$ cat config.mk
export PLATFORM = sky130hd
export DESIGN_NAME = bbc_mem_top
export DESIGN_NICKNAME = d
export VERILOG_FILES = /design/src/common/mem_map_pkg.sv /design/src/common/sys_ctrl_pkg.sv /design/src/mem/cpu_addr_map.sv /design/src/mem/sdram_arbiter.sv /design/src/loader/rom_loader.sv /design/src/verilog/reset_ctrl.sv /design/src/verilog/bbc_mem_top.sv
export SDC_FILE = /design/constraint.sdc
export NUM_CORES = 1
export LEC_CHECK = 0
export ABC_AREA = 1
export BUFFER_PORTS_ARGS = -buffer_cell sky130_fd_sc_hd__buf_4
export CAP_MARGIN = 15
export CORE_MARGIN = 5
export CORE_UTILIZATION = 48
export CTS_CLUSTER_DIAMETER = 100
export CTS_CLUSTER_SIZE = 20
export DETAILED_ROUTE_END_ITERATION = 10
export PLACE_DENSITY = 0.8
export SLEW_MARGIN = 20
export SYNTH_ARGS = -nofsm -noshare
export SYNTH_HDL_FRONTEND = slang
export SYNTH_HIERARCHICAL = 1
export SYNTH_SLANG_ARGS = --single-unit
$ cat constraint.sdc
create_clock -name clk_48m -period 1.67 [get_ports clk_48m]
set_clock_uncertainty 0.2 [all_clocks]
set_input_delay 0.2505 -clock clk_48m [delete_from_list [all_inputs] [get_ports clk_48m]]
set_output_delay 0.2505 -clock clk_48m [all_outputs]
set_load 0.02 [all_outputs]
$ cat src/common/mem_map_pkg.sv
package mem_map_pkg;

	// bus widths
	localparam int SDRAM_ADDR_W = 25;
	localparam int CPU_ADDR_W = 16;
	localparam int DATA_W = 8;

	typedef logic [SDRAM_ADDR_W-1:0] sdram_addr_t;
	typedef logic [CPU_ADDR_W-1:0] cpu_addr_t;
	typedef logic [DATA_W-1:0] mem_data_t;

	// SDRAM byte map
	//  00000-07fff main ram
	//  08000-08fff mos private ram (master)
	//  0a000-0bfff filing system ram (master)
	//  13000-17fff shadow ram (master)
	//  40000-7ffff sideways ram
	//  80000-dffff roms
	localparam logic [2:0] FS_RAM_PREFIX = 3'b101;

	// upper nibble of the rom areas
	localparam logic [3:0] MOS_ROM_NIBBLE = 4'h8;
	localparam logic [3:0] MODEL_B_ROM_NIBBLE = 4'h9;
	localparam logic [3:0] MASTER_ROM_NIBBLE = 4'ha;

endpackage

$ cat src/common/sys_ctrl_pkg.sv
package sys_ctrl_pkg;

	// positions in the osd status word
	localparam int STATUS_OSD_RESET = 0;
	localparam int STATUS_MODEL = 4;
	localparam int STATUS_ROMMAP = 5;
	localparam int STATUS_AUTOBOOT = 6;

	// download index codes
	localparam logic [7:0] IDX_ROM = 8'h00;
	localparam logic [7:0] IDX_CMOS = 8'hff;

	// sdram base of each download image
	localparam logic [24:0] ROM_LOAD_BASE = 25'h0080000;
	localparam logic [24:0] IMAGE_LOAD_BASE = 25'h0068000;

endpackage

$ cat src/mem/cpu_addr_map.sv
`timescale 1ns/1ps

module cpu_addr_map (
	input  mem_map_pkg::cpu_addr_t   mem_adr,
	input  logic [7:0]               mem_romsel,
	input  logic                     mem_acc_y,
	input  logic                     shadow_ram,
	input  logic                     shadow_vid,
	input  logic                     phi0,
	input  logic                     mem_we,
	input  logic                     model,
	input  logic                     rommap,
	output mem_map_pkg::sdram_addr_t cpu_sdram_addr,
	output logic                     cpu_we
);

	logic cpu_ram;
	logic mos_rom;
	logic sideways;
	logic mos_ram;
	logic filing_ram;
	logic sideways_ram;
	logic sideways_rom;
	logic [3:0] master_bank;

	// bbc address regions
	assign cpu_ram = ~mem_adr[15];
	assign mos_rom = (mem_adr[15:14] == 2'b11);
	assign sideways = (mem_adr[15:14] == 2'b10);
	assign mos_ram = sideways && (mem_adr[13:12] == 2'b00) && mem_romsel[7];
	assign filing_ram = (mem_adr[15:13] == 3'b110) && mem_acc_y;

	// banks 4 to 7 are sideways ram
	assign sideways_ram = sideways && (mem_romsel[3:2] == 2'b01);

	// master uses banks 0-3 and 8-f, model b picks high or low four
	always_comb begin
		if (model)
			sideways_rom = sideways && ((mem_romsel[3:2] == 2'b00) || mem_romsel[3]);
		else if (rommap)
			sideways_rom = sideways && (mem_romsel[3:2] == 2'b00);
		else
			sideways_rom = sideways && (mem_romsel[3:2] == 2'b11);
	end

	assign master_bank = mem_map_pkg::MASTER_ROM_NIBBLE + {2'b00, mem_romsel[3:2]};

	always_comb begin
		if (!phi0)
			// video fetch
			cpu_sdram_addr = {8'b0, shadow_vid, mem_adr};
		else if (cpu_ram || mos_ram)
			cpu_sdram_addr = {8'b0, shadow_ram, mem_adr};
		else if (filing_ram)
			cpu_sdram_addr = {9'b0, mem_map_pkg::FS_RAM_PREFIX, mem_adr[12:0]};
		else if (mos_rom)
			cpu_sdram_addr = {5'b0, mem_map_pkg::MOS_ROM_NIBBLE, 1'b0, model, mem_adr[13:0]};
		else if (sideways_rom && !model)
			cpu_sdram_addr = {5'b0, mem_map_pkg::MODEL_B_ROM_NIBBLE, mem_romsel[1:0],
				mem_adr[13:0]};
		else if (sideways_rom)
			cpu_sdram_addr = {5'b0, master_bank, mem_romsel[1:0], mem_adr[13:0]};
		else
			// sideways ram and unmapped banks
			cpu_sdram_addr = {6'b0, 1'b1, mem_romsel[3:0], mem_adr[13:0]};
	end

	assign cpu_we = mem_we && (cpu_ram || sideways_ram || mos_ram || filing_ram);

endmodule

$ cat src/mem/sdram_arbiter.sv
`timescale 1ns/1ps

module sdram_arbiter (
	input  logic                     clk_48m,
	input  logic                     reset,
	input  logic                     ioctl_download,
	input  mem_map_pkg::sdram_addr_t loader_addr,
	input  mem_map_pkg::mem_data_t   loader_data,
	input  logic                     loader_we,
	input  mem_map_pkg::sdram_addr_t cpu_sdram_addr,
	input  logic                     cpu_we,
	input  mem_map_pkg::mem_data_t   mem_do,
	output mem_map_pkg::sdram_addr_t sdram_adr,
	output logic                     sdram_we,
	output mem_map_pkg::mem_data_t   sdram_di
);

	// loader owns the port for the whole download
	always_ff @(posedge clk_48m) begin
		if (reset) begin
			sdram_we <= 1'b0;
		end else if (ioctl_download) begin
			sdram_we <= loader_we;
		end else begin
			sdram_we <= cpu_we;
		end
	end

	always_ff @(posedge clk_48m) begin
		if (ioctl_download) begin
			sdram_adr <= loader_addr;
			sdram_di <= loader_data;
		end else begin
			sdram_adr <= cpu_sdram_addr;
			sdram_di <= mem_do;
		end
	end

endmodule

$ cat src/loader/rom_loader.sv
`timescale 1ns/1ps

module rom_loader (
	input  logic                     clk_48m,
	input  logic                     reset,
	input  logic                     mem_sync,
	input  logic                     ioctl_download,
	input  logic                     ioctl_wr,
	input  mem_map_pkg::sdram_addr_t ioctl_addr,
	input  mem_map_pkg::mem_data_t   ioctl_data,
	input  logic [7:0]               ioctl_index,
	output mem_map_pkg::sdram_addr_t loader_addr,
	output mem_map_pkg::mem_data_t   loader_data,
	output logic                     loader_we
);

	logic pending;
	logic take_wr;

	// cmos image goes elsewhere
	assign take_wr = ioctl_wr && ioctl_download && (ioctl_index != sys_ctrl_pkg::IDX_CMOS);

	// a new write wins over the slot clear
	always_ff @(posedge clk_48m) begin
		if (reset) begin
			pending <= 1'b0;
			loader_we <= 1'b0;
		end else begin
			if (mem_sync) begin
				pending <= 1'b0;
				loader_we <= pending;
			end
			if (take_wr)
				pending <= 1'b1;
		end
	end

	always_ff @(posedge clk_48m) begin
		if (mem_sync && pending) begin
			if (ioctl_index == sys_ctrl_pkg::IDX_ROM)
				loader_addr <= ioctl_addr + sys_ctrl_pkg::ROM_LOAD_BASE;
			else
				loader_addr <= ioctl_addr + sys_ctrl_pkg::IMAGE_LOAD_BASE;
			loader_data <= ioctl_data;
		end
	end

endmodule

$ cat src/verilog/reset_ctrl.sv
`timescale 1ns/1ps

module reset_ctrl #(
	parameter int REMAP_CYCLES = 4095,
	parameter int AUTOBOOT_CYCLES = 32000000
) (
	input  logic clk_48m,
	input  logic reset,
	input  logic mem_sync,
	input  logic sdram_ready,
	input  logic osd_reset,
	input  logic core_button,
	input  logic ioctl_download,
	input  logic model,
	input  logic rommap,
	input  logic autoboot,
	output logic core_reset,
	output logic autoboot_shift
);

	localparam int REMAP_W = $clog2(REMAP_CYCLES + 1);
	localparam int AUTOBOOT_W = $clog2(AUTOBOOT_CYCLES + 1);
	localparam logic [REMAP_W-1:0] REMAP_LOAD = REMAP_CYCLES[REMAP_W-1:0];
	localparam logic [AUTOBOOT_W-1:0] AUTOBOOT_LOAD = AUTOBOOT_CYCLES[AUTOBOOT_W-1:0];

	logic last_model;
	logic last_rommap;
	logic [REMAP_W-1:0] remap_cnt;
	logic [AUTOBOOT_W-1:0] autoboot_cnt;
	logic reset_request;

	// hold the machine in reset a while after a model or mapping change
	always_ff @(posedge clk_48m) begin
		last_model <= model;
		last_rommap <= rommap;
		if (reset)
			remap_cnt <= '0;
		else if (last_model != model || last_rommap != rommap)
			remap_cnt <= REMAP_LOAD;
		else if (remap_cnt != 0)
			remap_cnt <= remap_cnt - 1'b1;
	end

	assign reset_request = reset || !sdram_ready || osd_reset || core_button ||
		ioctl_download || (remap_cnt != 0);

	// only change on a memory slot boundary
	always_ff @(posedge clk_48m) begin
		if (reset)
			core_reset <= 1'b1;
		else if (mem_sync)
			core_reset <= reset_request;
	end

	// shift key held for a while after reset
	always_ff @(posedge clk_48m) begin
		if (reset)
			autoboot_cnt <= '0;
		else if (core_reset)
			autoboot_cnt <= AUTOBOOT_LOAD;
		else if (autoboot_cnt != 0)
			autoboot_cnt <= autoboot_cnt - 1'b1;
	end

	assign autoboot_shift = autoboot && (autoboot_cnt != 0);

endmodule

$ cat src/verilog/bbc_mem_top.sv
`timescale 1ns/1ps

module bbc_mem_top #(
	parameter int REMAP_CYCLES = 4095,
	parameter int AUTOBOOT_CYCLES = 32000000
) (
	input  logic                     clk_48m,
	input  logic                     reset,
	input  logic                     sdram_ready,
	input  logic                     core_button,
	input  logic [7:0]               status,
	input  mem_map_pkg::cpu_addr_t   mem_adr,
	input  logic [7:0]               mem_romsel,
	input  logic                     mem_acc_y,
	input  logic                     shadow_ram,
	input  logic                     shadow_vid,
	input  logic                     phi0,
	input  logic                     mem_we,
	input  mem_map_pkg::mem_data_t   mem_do,
	input  logic                     mem_sync,
	input  logic                     ioctl_download,
	input  logic                     ioctl_wr,
	input  mem_map_pkg::sdram_addr_t ioctl_addr,
	input  mem_map_pkg::mem_data_t   ioctl_data,
	input  logic [7:0]               ioctl_index,
	output mem_map_pkg::sdram_addr_t sdram_adr,
	output logic                     sdram_we,
	output mem_map_pkg::mem_data_t   sdram_di,
	output logic                     core_reset,
	output logic                     autoboot_shift,
	output logic                     led
);

	logic model;
	logic rommap;
	logic autoboot;
	logic osd_reset;
	mem_map_pkg::sdram_addr_t cpu_sdram_addr;
	logic cpu_we;
	mem_map_pkg::sdram_addr_t loader_addr;
	mem_map_pkg::mem_data_t loader_data;
	logic loader_we;

	// osd menu options
	assign model = status[sys_ctrl_pkg::STATUS_MODEL];
	assign rommap = status[sys_ctrl_pkg::STATUS_ROMMAP];
	assign autoboot = status[sys_ctrl_pkg::STATUS_AUTOBOOT];
	assign osd_reset = status[sys_ctrl_pkg::STATUS_OSD_RESET];

	// led is lit while idle
	assign led = ~ioctl_download;

	cpu_addr_map u_cpu_addr_map (
		.mem_adr        (mem_adr),
		.mem_romsel     (mem_romsel),
		.mem_acc_y      (mem_acc_y),
		.shadow_ram     (shadow_ram),
		.shadow_vid     (shadow_vid),
		.phi0           (phi0),
		.mem_we         (mem_we),
		.model          (model),
		.rommap         (rommap),
		.cpu_sdram_addr (cpu_sdram_addr),
		.cpu_we         (cpu_we)
	);

	rom_loader u_rom_loader (
		.clk_48m        (clk_48m),
		.reset          (reset),
		.mem_sync       (mem_sync),
		.ioctl_download (ioctl_download),
		.ioctl_wr       (ioctl_wr),
		.ioctl_addr     (ioctl_addr),
		.ioctl_data     (ioctl_data),
		.ioctl_index    (ioctl_index),
		.loader_addr    (loader_addr),
		.loader_data    (loader_data),
		.loader_we      (loader_we)
	);

	sdram_arbiter u_sdram_arbiter (
		.clk_48m        (clk_48m),
		.reset          (reset),
		.ioctl_download (ioctl_download),
		.loader_addr    (loader_addr),
		.loader_data    (loader_data),
		.loader_we      (loader_we),
		.cpu_sdram_addr (cpu_sdram_addr),
		.cpu_we         (cpu_we),
		.mem_do         (mem_do),
		.sdram_adr      (sdram_adr),
		.sdram_we       (sdram_we),
		.sdram_di       (sdram_di)
	);

	reset_ctrl #(
		.REMAP_CYCLES    (REMAP_CYCLES),
		.AUTOBOOT_CYCLES (AUTOBOOT_CYCLES)
	) u_reset_ctrl (
		.clk_48m        (clk_48m),
		.reset          (reset),
		.mem_sync       (mem_sync),
		.sdram_ready    (sdram_ready),
		.osd_reset      (osd_reset),
		.core_button    (core_button),
		.ioctl_download (ioctl_download),
		.model          (model),
		.rommap         (rommap),
		.autoboot       (autoboot),
		.core_reset     (core_reset),
		.autoboot_shift (autoboot_shift)
	);

endmodule

==> results of run 1 <==
layout make-up:
cell class              instances  area (um2)  area share [%]
clock buffers                  11         141            1.88
flip-flops and latches        109        2530            33.7
multi-input cells             433        2390            31.8
clock inverters                 5        43.8           0.583
diodes                          1        2.50          0.0333
well taps                     140         175            2.33
repair buffers                224        1860            24.7
inverters                      96         368            4.90
worst max-delay path, stage by stage (launching register included):
cell and delay (ps):
dfxtp_2 370, nor2_4 130, nand2_2 90, nor2_4 140, nand4_4 120, clkinv_4 70, nor2_4 30, buf_6 120
cell usage in the layout (no fill, tap or decap), types with 4 or more instances in the layout:
cell type / instances
nand4_1: 9
nor2_4: 17
buf_4: 163
dfxtp_1: 65
dfxtp_2: 8
nand2_4: 4
clkbuf_8: 10
xor2_1: 7
nor2_2: 16
dlygate4sd3_1: 57
nand3_1: 26
a21oi_1: 18
edfxtp_1: 33
nor2_1: 64
o21ai_0: 44
conb_1: 5
o21ai_1: 8
nor3_1: 5
xnor2_1: 14
nand2_1: 150
inv_1: 86
nand3_2: 12
nand2_2: 8
inv_2: 6
state kept, by name, indices dropped and copies added, names as in the netlist:
signal,cells
u_rom_loader/loader_addr,25
u_sdram_arbiter/sdram_adr,25
u_rom_loader/pending,1
u_reset_ctrl/core_reset,1
u_rom_loader/loader_we,1
u_reset_ctrl/remap_cnt,12
u_reset_ctrl/last_rommap,1
u_sdram_arbiter/sdram_di,8
u_sdram_arbiter/sdram_we,1
u_reset_ctrl/autoboot_cnt,25
u_reset_ctrl/last_model,1
u_rom_loader/loader_data,8
worst paths after layout:
| kind | end | from | slack [ps] |
|---|---|---|---|
| max | autoboot_shift | u_reset_ctrl/autoboot_cnt[12] | -220 |
| min | u_sdram_arbiter/sdram_we | mem_we | 40 |
| max reg2reg | u_reset_ctrl/autoboot_cnt[1] | u_reset_ctrl/autoboot_cnt[12] | 20 |
| min reg2reg | u_sdram_arbiter/sdram_adr[9] | u_rom_loader/loader_addr[9] | 250 |
power groups by stage:
stage,combinational [W],sequential [W],clock [W]
6_report,0.000971,0.00289,0.00153
4_1_cts,0.000928,0.00289,0.00156
3_3_place_gp,0.000771,0.00295,0
5_1_grt,0.00106,0.00290,0.00170
2_1_floorplan,0.000378,0.00301,0
3_5_place_dp,0.000796,0.00295,0
through the flow:
step / TNS [ps] / instances / total power (W) / hold WS, ps
global route: -623 / 1019 / 0.00567 / 24.9
finish: -223 / 1019 / 0.00540 / 40.5
global placement: -16.6 / 927 / 0.00372 / 195
CTS: -225 / 1012 / 0.00539 / 21.3
detailed placement: -49.1 / 927 / 0.00375 / 200
floorplan: 0 / 668 / 0.00339 / 78.2
logic make-up (layout without fill, tap and decap cells):
family,after synthesis,count (layout),share of synthesized area (%)
flops,109,109,47.6
compound gates,81,81,8.32
fa+ha+maj,6,6,1.42
simple gates,320,320,28.1
buf+inv,126,336,11.0
xor+xnor,21,21,3.48
other cells,1,6,0.0710
layer usage:
layer,GRT usage [%],vias to the layer above,wire (um)
met1,24.6,2318,5310
met4,9.78,0,468
li1,-,2487,-
met3,4.11,30,937
met5,0,-,0
met2,41.9,188,7810
timing repair:
item,in CTS,in global routing
pin swaps,16,15
gates cloned,0,0
hold buffers,57,0
setup endpoints to repair,15,27
buffers inserted,12,6
gates resized for setup,33,35
hold endpoints to repair,57,0
==> impl_metrics.env, run 1 <==
export IMPL_numClockSinks=109
export IMPL_post_route_util_pct=69.6
export IMPL_place_area_um2=6400
export IMPL_stdcell_area_um2=7510
export IMPL_synthFlopType="dfxtp_1"
export IMPL_place_congestion=0.913
export IMPL_synthCells=664
export IMPL_pwr_density_cell_nw_per_um2=718
export IMPL_min_path_type="primary input to flop"
export IMPL_track_usage_pct=22.4
export IMPL_fmax_mhz=528
export IMPL_p_int_w=0.00392
export IMPL_cp_arrival_ps=1440
export IMPL_synth_most_common_cell="nand2_1"
export IMPL_fill_cells=780
export IMPL_critPathKind="flop to output pin"
export IMPL_yosysSeqAreaShare_pct=47.6
export IMPL_synth_edff_count=33
export IMPL_cts_buffer_depth=2
export IMPL_swShare_pct=27.3
export IMPL_hold_viol_final=0
export IMPL_die_x_um=115
export IMPL_drive_gt1_share_pct=30.8
export IMPL_worst_setup_path_start_kind="flop"
export IMPL_violations="negative setup slack"
export IMPL_setup_violations=1
export IMPL_worst_slack_ps=-223
export IMPL_p_switching_w=0.00147
export IMPL_first_pass_iters=5
export IMPL_maxCapViolations=0
export IMPL_fin_crit_ps=1890
export IMPL_overflow=0
export IMPL_synth_top_area_cell="dfxtp_1"
export IMPL_initial_core_util_pct=48.9
export IMPL_p_leak_nw=3.67
export IMPL_clk_pin_slew_worst_paths_ps=110
export IMPL_p_comb_share_pct=18.0
export IMPL_ys_types=42
export IMPL_power_frac_clock_pct=28.4
export IMPL_antenna_found_initial=1
export IMPL_cts_buffers=9
export IMPL_dieArea_um2=13200
export IMPL_clock_latency_ps=370
export IMPL_synth_area_um2=5280
export IMPL_nets=972
export IMPL_rows=38
export IMPL_rsz0062_at_grt="true"
export IMPL_avgSynthCellArea_um2=7.95
export IMPL_synth_top_cells_by_area="dfxtp_1 29%, edfxtp_1 19%, nand2_1 11%"
export IMPL_synth_common_cells="156 x nand2_1, 89 x inv_1, 81 x nor2_1"
export IMPL_ys_warn_count=6
export IMPL_drv_slew=0
export IMPL_ys_async_sr_fraction_pct=0
export IMPL_grt_max_degree=37
export IMPL_grt_pass1_wl_mm=23.7
export IMPL_ant_nets=0
export IMPL_reg2regPathDepth=8
export IMPL_required_ps=1220
export IMPL_vias=5023
export IMPL_whs_path_depth=4
export IMPL_outcome="finished, violations left"
export IMPL_ir_drop_mv=0.451
export IMPL_vias_per_cell=4.93
export IMPL_num_io_pins=130
export IMPL_die_y_um=115
export IMPL_htree_levels=3
export IMPL_period_share_pct=113
export IMPL_grt_pass1_vias=5138
export IMPL_crit_fanout=3
export IMPL_pwr_share_seq_pct=53.6
export IMPL_wl_per_cell_um=14.3
export IMPL_port_buffers=122
export IMPL_area_growth_pct=42.3
export IMPL_coreArea_um2=10800
export IMPL_drt_first_iter_violations=292
export IMPL_place_detailed_hpwl_mm=9.57
export IMPL_place_ws_ps=-38.5
export IMPL_end_kind="output pin"
export IMPL_cts_tree="done"
export IMPL_synth_seq_cells=109
export IMPL_cts_root_buf="clkbuf_8"
export IMPL_synth_top_area_share_pct=28.8
export IMPL_drcViolationCount=0
export IMPL_wl_mm=14.5
(Power assumes the default switching activity.)
==> run 2: changes to the inputs <==
CELL_PAD_IN_SITES_DETAIL_PLACEMENT = 0   (was not set)
CELL_PAD_IN_SITES_GLOBAL_PLACEMENT = 1   (was not set)
CORE_UTILIZATION = 35   (was 48)
==> run 2 against run 1 <==
The run still ends with negative setup slack left. Largest cell class unchanged. Maximum frequency decreased by 0.13%. Sequential power is essentially flat. Die area up 34%. Clock power grew 44%. Count of clock-buffer cells in the layout is 2 lower. Largest power group unchanged. First-iteration DRC count down 3.4%. Worst hold slack got worse by 23 ps. Sequential share of layout area decreased by 1.0 points.
==> impl_metrics.env, run 2 (synthesis gave the netlist of run 1 again) <==
export IMPL_clk_pin_slew_worst_paths_ps=70
export IMPL_ir_drop_mv=0.400
export IMPL_swShare_pct=25.8
export IMPL_place_detailed_hpwl_mm=10.1
export IMPL_power_frac_clock_pct=36.6
export IMPL_dieArea_um2=17600
export IMPL_pwr_density_cell_nw_per_um2=776
export IMPL_crit_fanout=3
export IMPL_htree_levels=3
export IMPL_area_growth_pct=47.6
export IMPL_coreArea_um2=14600
export IMPL_whs_path_depth=3
export IMPL_final_cell_mix="181 x buf_4, 148 x nand2_1, 86 x inv_1"
export IMPL_maxCapViolations=0
export IMPL_min_path_type="primary input to flop"
export IMPL_rows=44
export IMPL_ant_nets=0
export IMPL_fmax_mhz=527
export IMPL_cts_tree="done"
export IMPL_num_io_pins=130
export IMPL_r2r_end="u_reset_ctrl/autoboot_cnt[18]"
export IMPL_die_y_um=133
export IMPL_vias=4991
export IMPL_layout_cells_non_filler=1073
export IMPL_port_buffers=122
export IMPL_first_pass_iters=5
export IMPL_overflow=0
export IMPL_vias_per_cell=4.65
export IMPL_p_leak_nw=3.79
export IMPL_stdcell_area_um2=7790
export IMPL_critPathSlowestCell="dfxtp_4"
export IMPL_cpMostUsedCell="nor2_4"
export IMPL_end_kind="output pin"
export IMPL_p_comb_share_pct=15.7
export IMPL_cts_root_buf="clkbuf_16"
export IMPL_grt_pass1_wl_mm=23.5
export IMPL_p_switching_w=0.00156
export IMPL_crit_chain="nor2_4 > nand2_2 > nor2_4 > nand4_4 > clkinv_4 > nor2_4 > buf_6"
export IMPL_drive_gt1_share_pct=34.3
export IMPL_final_common_cell="buf_4"
export IMPL_period_share_pct=114
export IMPL_nets=983
export IMPL_cts_buffer_depth=2
export IMPL_top_regs="u_reset_ctrl/autoboot_cnt x25, u_rom_loader/loader_addr x25, u_sdram_arbiter/sdram_adr x25"
export IMPL_clock_latency_ps=350
export IMPL_fin_crit_ps=1900
export IMPL_grt_max_degree=35
export IMPL_drcViolationCount=0
export IMPL_hold_end="u_rom_loader/loader_addr[18]"
export IMPL_place_area_um2=6530
export IMPL_hold_viol_final=0
export IMPL_place_congestion=0.882
export IMPL_wl_mm=14.5
export IMPL_drt_first_iter_violations=282
export IMPL_rsz0062_at_grt="true"
export IMPL_violations="negative setup slack"
export IMPL_dp_cells=981
export IMPL_cp_arrival_ps=1450
export IMPL_p_int_w=0.00449
export IMPL_cts_buffers=9
export IMPL_min_from="ioctl_addr[18]"
export IMPL_initial_core_util_pct=36.0
export IMPL_worst_setup_path_start_kind="flop"
export IMPL_critPathBufInv=2
export IMPL_r2r_setup_slack_ps=-140
export IMPL_grt_pass1_vias=5131
export IMPL_required_ps=1220
export IMPL_pwr_share_seq_pct=47.7
export IMPL_critical_path_max_stage_delay_ps=360
export IMPL_post_route_util_pct=53.2
export IMPL_crit_family="simple AND/OR/NAND/NOR gates"
export IMPL_critPathKind="flop to output pin"
export IMPL_place_ws_ps=-44.9
export IMPL_r2r_start="u_reset_ctrl/autoboot_cnt[12]"
export IMPL_antenna_found_initial=0
export IMPL_numClockSinks=109
export IMPL_setup_violations=5
export IMPL_drv_slew=0
export IMPL_track_usage_pct=16.3
export IMPL_die_x_um=133
export IMPL_outcome="finished, violations left"
export IMPL_reg2regPathDepth=12
export IMPL_worst_slack_ps=-226
export IMPL_wl_per_cell_um=13.5
export IMPL_diodes=0
==> run 2: cell count changes in the layout (fill, tap and decap cells not counted), moves of 4 or more <==
cell	previous run	this run
nor2_1	64	60
dlygate4sd3_1	57	48
dfxtp_1	65	59
dfxtp_2	8	12
buf_4	163	181
clkbuf_16	0	9
clkbuf_8	10	0
==> run 2: worst max path at each step <==
stage                                     to  slack (ps)  depth (start not counted)                           from
2_1_floorplan                 autoboot_shift         0.9                          7   u_reset_ctrl/autoboot_cnt[0]
3_3_place_gp   u_sdram_arbiter/sdram_adr[17]         -20                         12                      status[5]
3_5_place_dp   u_sdram_arbiter/sdram_adr[17]         -40                         12                    mem_adr[14]
4_1_cts                       autoboot_shift        -210                          7  u_reset_ctrl/autoboot_cnt[22]
5_1_grt                       autoboot_shift        -270                          7  u_reset_ctrl/autoboot_cnt[16]
6_report                      autoboot_shift        -230                          7  u_reset_ctrl/autoboot_cnt[16]
==> run 2: layout make-up <==
class | count | area (um2)
Tap cell | 184 | 230
Timing Repair Buffer | 235 | 1920
Sequential cell | 109 | 2550
Clock buffer | 9 | 225
Clock inverter | 7 | 80.1
Multi-Input combinational cell | 433 | 2420
Inverter | 96 | 368
Fill cell | 1318 | 6850
==> run 2: power by group through the flow <==
stage,Combinational [W],Clock [W],Sequential [W]
6_report,0.000950,0.00221,0.00289
5_1_grt,0.00105,0.00238,0.00290
4_1_cts,0.000923,0.00228,0.00289
3_5_place_dp,0.000815,0,0.00295
3_3_place_gp,0.000800,0,0.00295
2_1_floorplan,0.000378,0,0.00301
==> run 2: layer usage <==
layer  routed length (um)  global-route usage [%]  up-vias  share of wire, %
met1                 5960                    18.8     2300                41
li1                     -                       -     2519                 -
met2                 7210                    28.2      139                50
met4                  409                    7.16        0               2.8
met5                    0                       0        -                 0
met3                  882                    4.48       33               6.1
==> run 2: metrics by stage <==
step	power (W)	TNS (ps)	hold WS, ps
2_1_floorplan	0.00339	0	78.2
3_3_place_gp	0.00375	-19.3	193
3_5_place_dp	0.00377	-68.7	200
4_1_cts	0.00609	-605	2.01
5_1_grt	0.00633	-1240	18.6
6_report	0.00605	-654	17.9
==> run 2: repair_timing <==
action | 4_1_cts | 5_1_grt
setup endpoints to repair | 3 | 27
hold buffers | 48 | 0
buffers inserted | 23 | 6
hold endpoints to repair | 48 | 0
pin swaps | 19 | 20
gates resized for setup | 36 | 50
==> run 2: worst register-to-register path, stage by stage (launching register included) <==
cell     delay, ps
dfxtp_4        360
nor2_4         110
buf_4          110
buf_4           90
buf_4           90
buf_4           90
buf_4           90
nand2_2         80
nor2_4         120
nand3_2         90
xnor2_2        160
nand2_1         70
nor2_1          90
==> run 3: changes to the inputs <==
RECOVER_POWER = 25   (was not set)
==> run 3 against run 2 <==
The flow still finishes with violations (negative setup slack). Non-clock buffer count unchanged. Utilization shrank 0.10 points. Sequential power about the same. Critical path depth is the same. Register-to-register slack about the same. Via count shrank 0.20%. First-iteration DRC count is 6.4% lower. Worst setup slack about the same. Critical path type unchanged. Critical endpoint unchanged. Largest cell class unchanged. Largest power group unchanged.
==> impl_metrics.env, run 3 (synthesis gave the netlist of run 1 again) <==
export IMPL_p_switching_w=0.00156
export IMPL_drt_first_iter_violations=264
export IMPL_grt_pass1_vias=5131
export IMPL_r2r_setup_slack_ps=-140
export IMPL_wl_mm=14.5
export IMPL_reg2regPathDepth=12
export IMPL_final_common_cell="buf_4"
export IMPL_worst_setup_path_start_kind="flop"
export IMPL_crit_fanout=3
export IMPL_die_y_um=133
export IMPL_final_cell_mix="151 x buf_4, 148 x nand2_1, 86 x inv_1"
export IMPL_cpMostUsedCell="nor2_4"
export IMPL_numClockSinks=109
export IMPL_hold_end="u_rom_loader/loader_addr[18]"
export IMPL_min_path_type="primary input to flop"
export IMPL_nets=983
export IMPL_r2r_end="u_reset_ctrl/autoboot_cnt[18]"
export IMPL_vias_per_cell=4.64
export IMPL_drcViolationCount=0
export IMPL_place_detailed_hpwl_mm=10.1
export IMPL_maxCapViolations=0
export IMPL_cp_arrival_ps=1450
export IMPL_critPathSlowestCell="dfxtp_4"
export IMPL_clock_latency_ps=350
export IMPL_top_regs="u_reset_ctrl/autoboot_cnt x25, u_rom_loader/loader_addr x25, u_sdram_arbiter/sdram_adr x25"
export IMPL_crit_chain="nor2_4 > nand2_2 > nor2_4 > nand4_4 > clkinv_4 > nor2_4 > buf_6"
export IMPL_outcome="finished, violations left"
export IMPL_violations="negative setup slack"
export IMPL_holdWs_ps=17.8
export IMPL_period_share_pct=114
export IMPL_layout_cells_non_filler=1073
export IMPL_coreArea_um2=14600
export IMPL_rsz0062_at_grt="true"
export IMPL_hold_viol_final=0
export IMPL_critPathKind="flop to output pin"
export IMPL_initial_core_util_pct=36.0
export IMPL_pwr_density_cell_nw_per_um2=777
export IMPL_grt_max_degree=35
export IMPL_p_int_w=0.00448
export IMPL_critical_path_max_stage_delay_ps=360
export IMPL_critPathBufInv=2
export IMPL_htree_levels=3
export IMPL_vias=4981
export IMPL_power_frac_clock_pct=36.6
export IMPL_cts_root_buf="clkbuf_16"
export IMPL_fin_crit_ps=1900
export IMPL_place_congestion=0.882
export IMPL_clk_pin_slew_worst_paths_ps=70
export IMPL_worst_slack_ps=-226
export IMPL_slew_headroom_pct=53.3
export IMPL_wl_per_cell_um=13.5
export IMPL_required_ps=1220
export IMPL_cts_buffers=9
export IMPL_setup_violations=5
export IMPL_fmax_mhz=528
export IMPL_antenna_found_initial=0
export IMPL_crit_family="simple AND/OR/NAND/NOR gates"
export IMPL_dieArea_um2=17600
export IMPL_swShare_pct=25.8
export IMPL_ant_nets=0
export IMPL_port_buffers=122
export IMPL_track_usage_pct=16.3
export IMPL_num_io_pins=130
export IMPL_worst_pin_slew_ps=700
export IMPL_whs_path_depth=3
export IMPL_rows=44
export IMPL_ir_drop_mv=0.400
export IMPL_area_growth_pct=47.3
export IMPL_first_pass_iters=4
export IMPL_overflow=0
export IMPL_pwr_share_seq_pct=47.8
export IMPL_diodes=0
export IMPL_r2r_start="u_reset_ctrl/autoboot_cnt[12]"
export IMPL_end_kind="output pin"
export IMPL_dp_cells=981
export IMPL_min_from="ioctl_addr[18]"
export IMPL_cts_buffer_depth=2
export IMPL_grt_pass1_wl_mm=23.5
export IMPL_cts_tree="done"
export IMPL_drive_gt1_share_pct=34.1
export IMPL_drv_slew=0
export IMPL_p_comb_share_pct=15.6
export IMPL_p_leak_nw=3.78
export IMPL_die_x_um=133
## run 3: changes by cell type in the layout (fill, tap and decap cells not counted)
cell and delta:
buf_4 -30, clkbuf_1 +2, clkbuf_2 +3, clkbuf_4 +25
## run 3: tightest hold or removal path: cells and delay by family
kind / cells / cell delay [ps]
buffers and inverters: 1 / 100
AOI/OAI and AO/OA: 1 / 50
and+or+nand+nor: 1 / 60
## run 3: layout make-up
cell class	instances	area [um2]
inverter	96	368
tap	184	230
sequential	109	2550
multi-input combinational	433	2420
clock buffer	9	225
clock inverter	7	80.1
fill	1322	6870
timing repair buffer	235	1910
## run 3: power by group through the flow
stage	Sequential [W]	Combinational, W	Clock [W]
floorplan	0.00301	0.000378	0
global route	0.00290	0.00104	0.00238
finish	0.00289	0.000941	0.00221
detailed placement	0.00295	0.000815	0
global placement	0.00295	0.000800	0
CTS	0.00289	0.000923	0.00228
## run 3: stage by stage
step                      utilization [%]  setup TNS [ps]  area, um2  setup WS (ps)  power, W
after global routing                 53.1           -1240       7780           -274   0.00632
after floorplan                         -               0       5300          0.916   0.00339
after CTS                            51.8            -605       7590           -212   0.00609
after global placement               44.6           -19.3       6530          -19.3   0.00375
after detailed placement             44.6           -68.7       6530          -44.9   0.00377
final                                53.1            -641       7780           -226   0.00604
## run 3: how the worst max path moves through the flow
stage | from | endpoint | slack (ps) | cells after the start
2_1_floorplan | u_reset_ctrl/autoboot_cnt[0] | autoboot_shift | 0.9 | 7
3_3_place_gp | status[5] | u_sdram_arbiter/sdram_adr[17] | -20 | 12
4_1_cts | u_reset_ctrl/autoboot_cnt[22] | autoboot_shift | -210 | 7
6_report | u_reset_ctrl/autoboot_cnt[16] | autoboot_shift | -230 | 7
5_1_grt | u_reset_ctrl/autoboot_cnt[16] | autoboot_shift | -270 | 7
3_5_place_dp | mem_adr[14] | u_sdram_arbiter/sdram_adr[17] | -40 | 12
## run 3: layer usage
layer / GRT usage (%) / vias up / share of wire (%)
met5: 0 / - / 0
met4: 7.16 / 0 / 2.8
met3: 4.48 / 33 / 6.0
met2: 28.2 / 133 / 50
met1: 18.8 / 2293 / 41
li1: - / 2522 / -
## run 3: timing repair
| action | CTS | global route |
|---|---|---|
| setup endpoints to repair | 3 | 27 |
| hold endpoints to repair | 48 | 0 |
| pin swaps | 19 | 20 |
| gates resized for setup | 36 | 50 |
| buffers inserted | 23 | 6 |
| hold buffers | 48 | 0 |
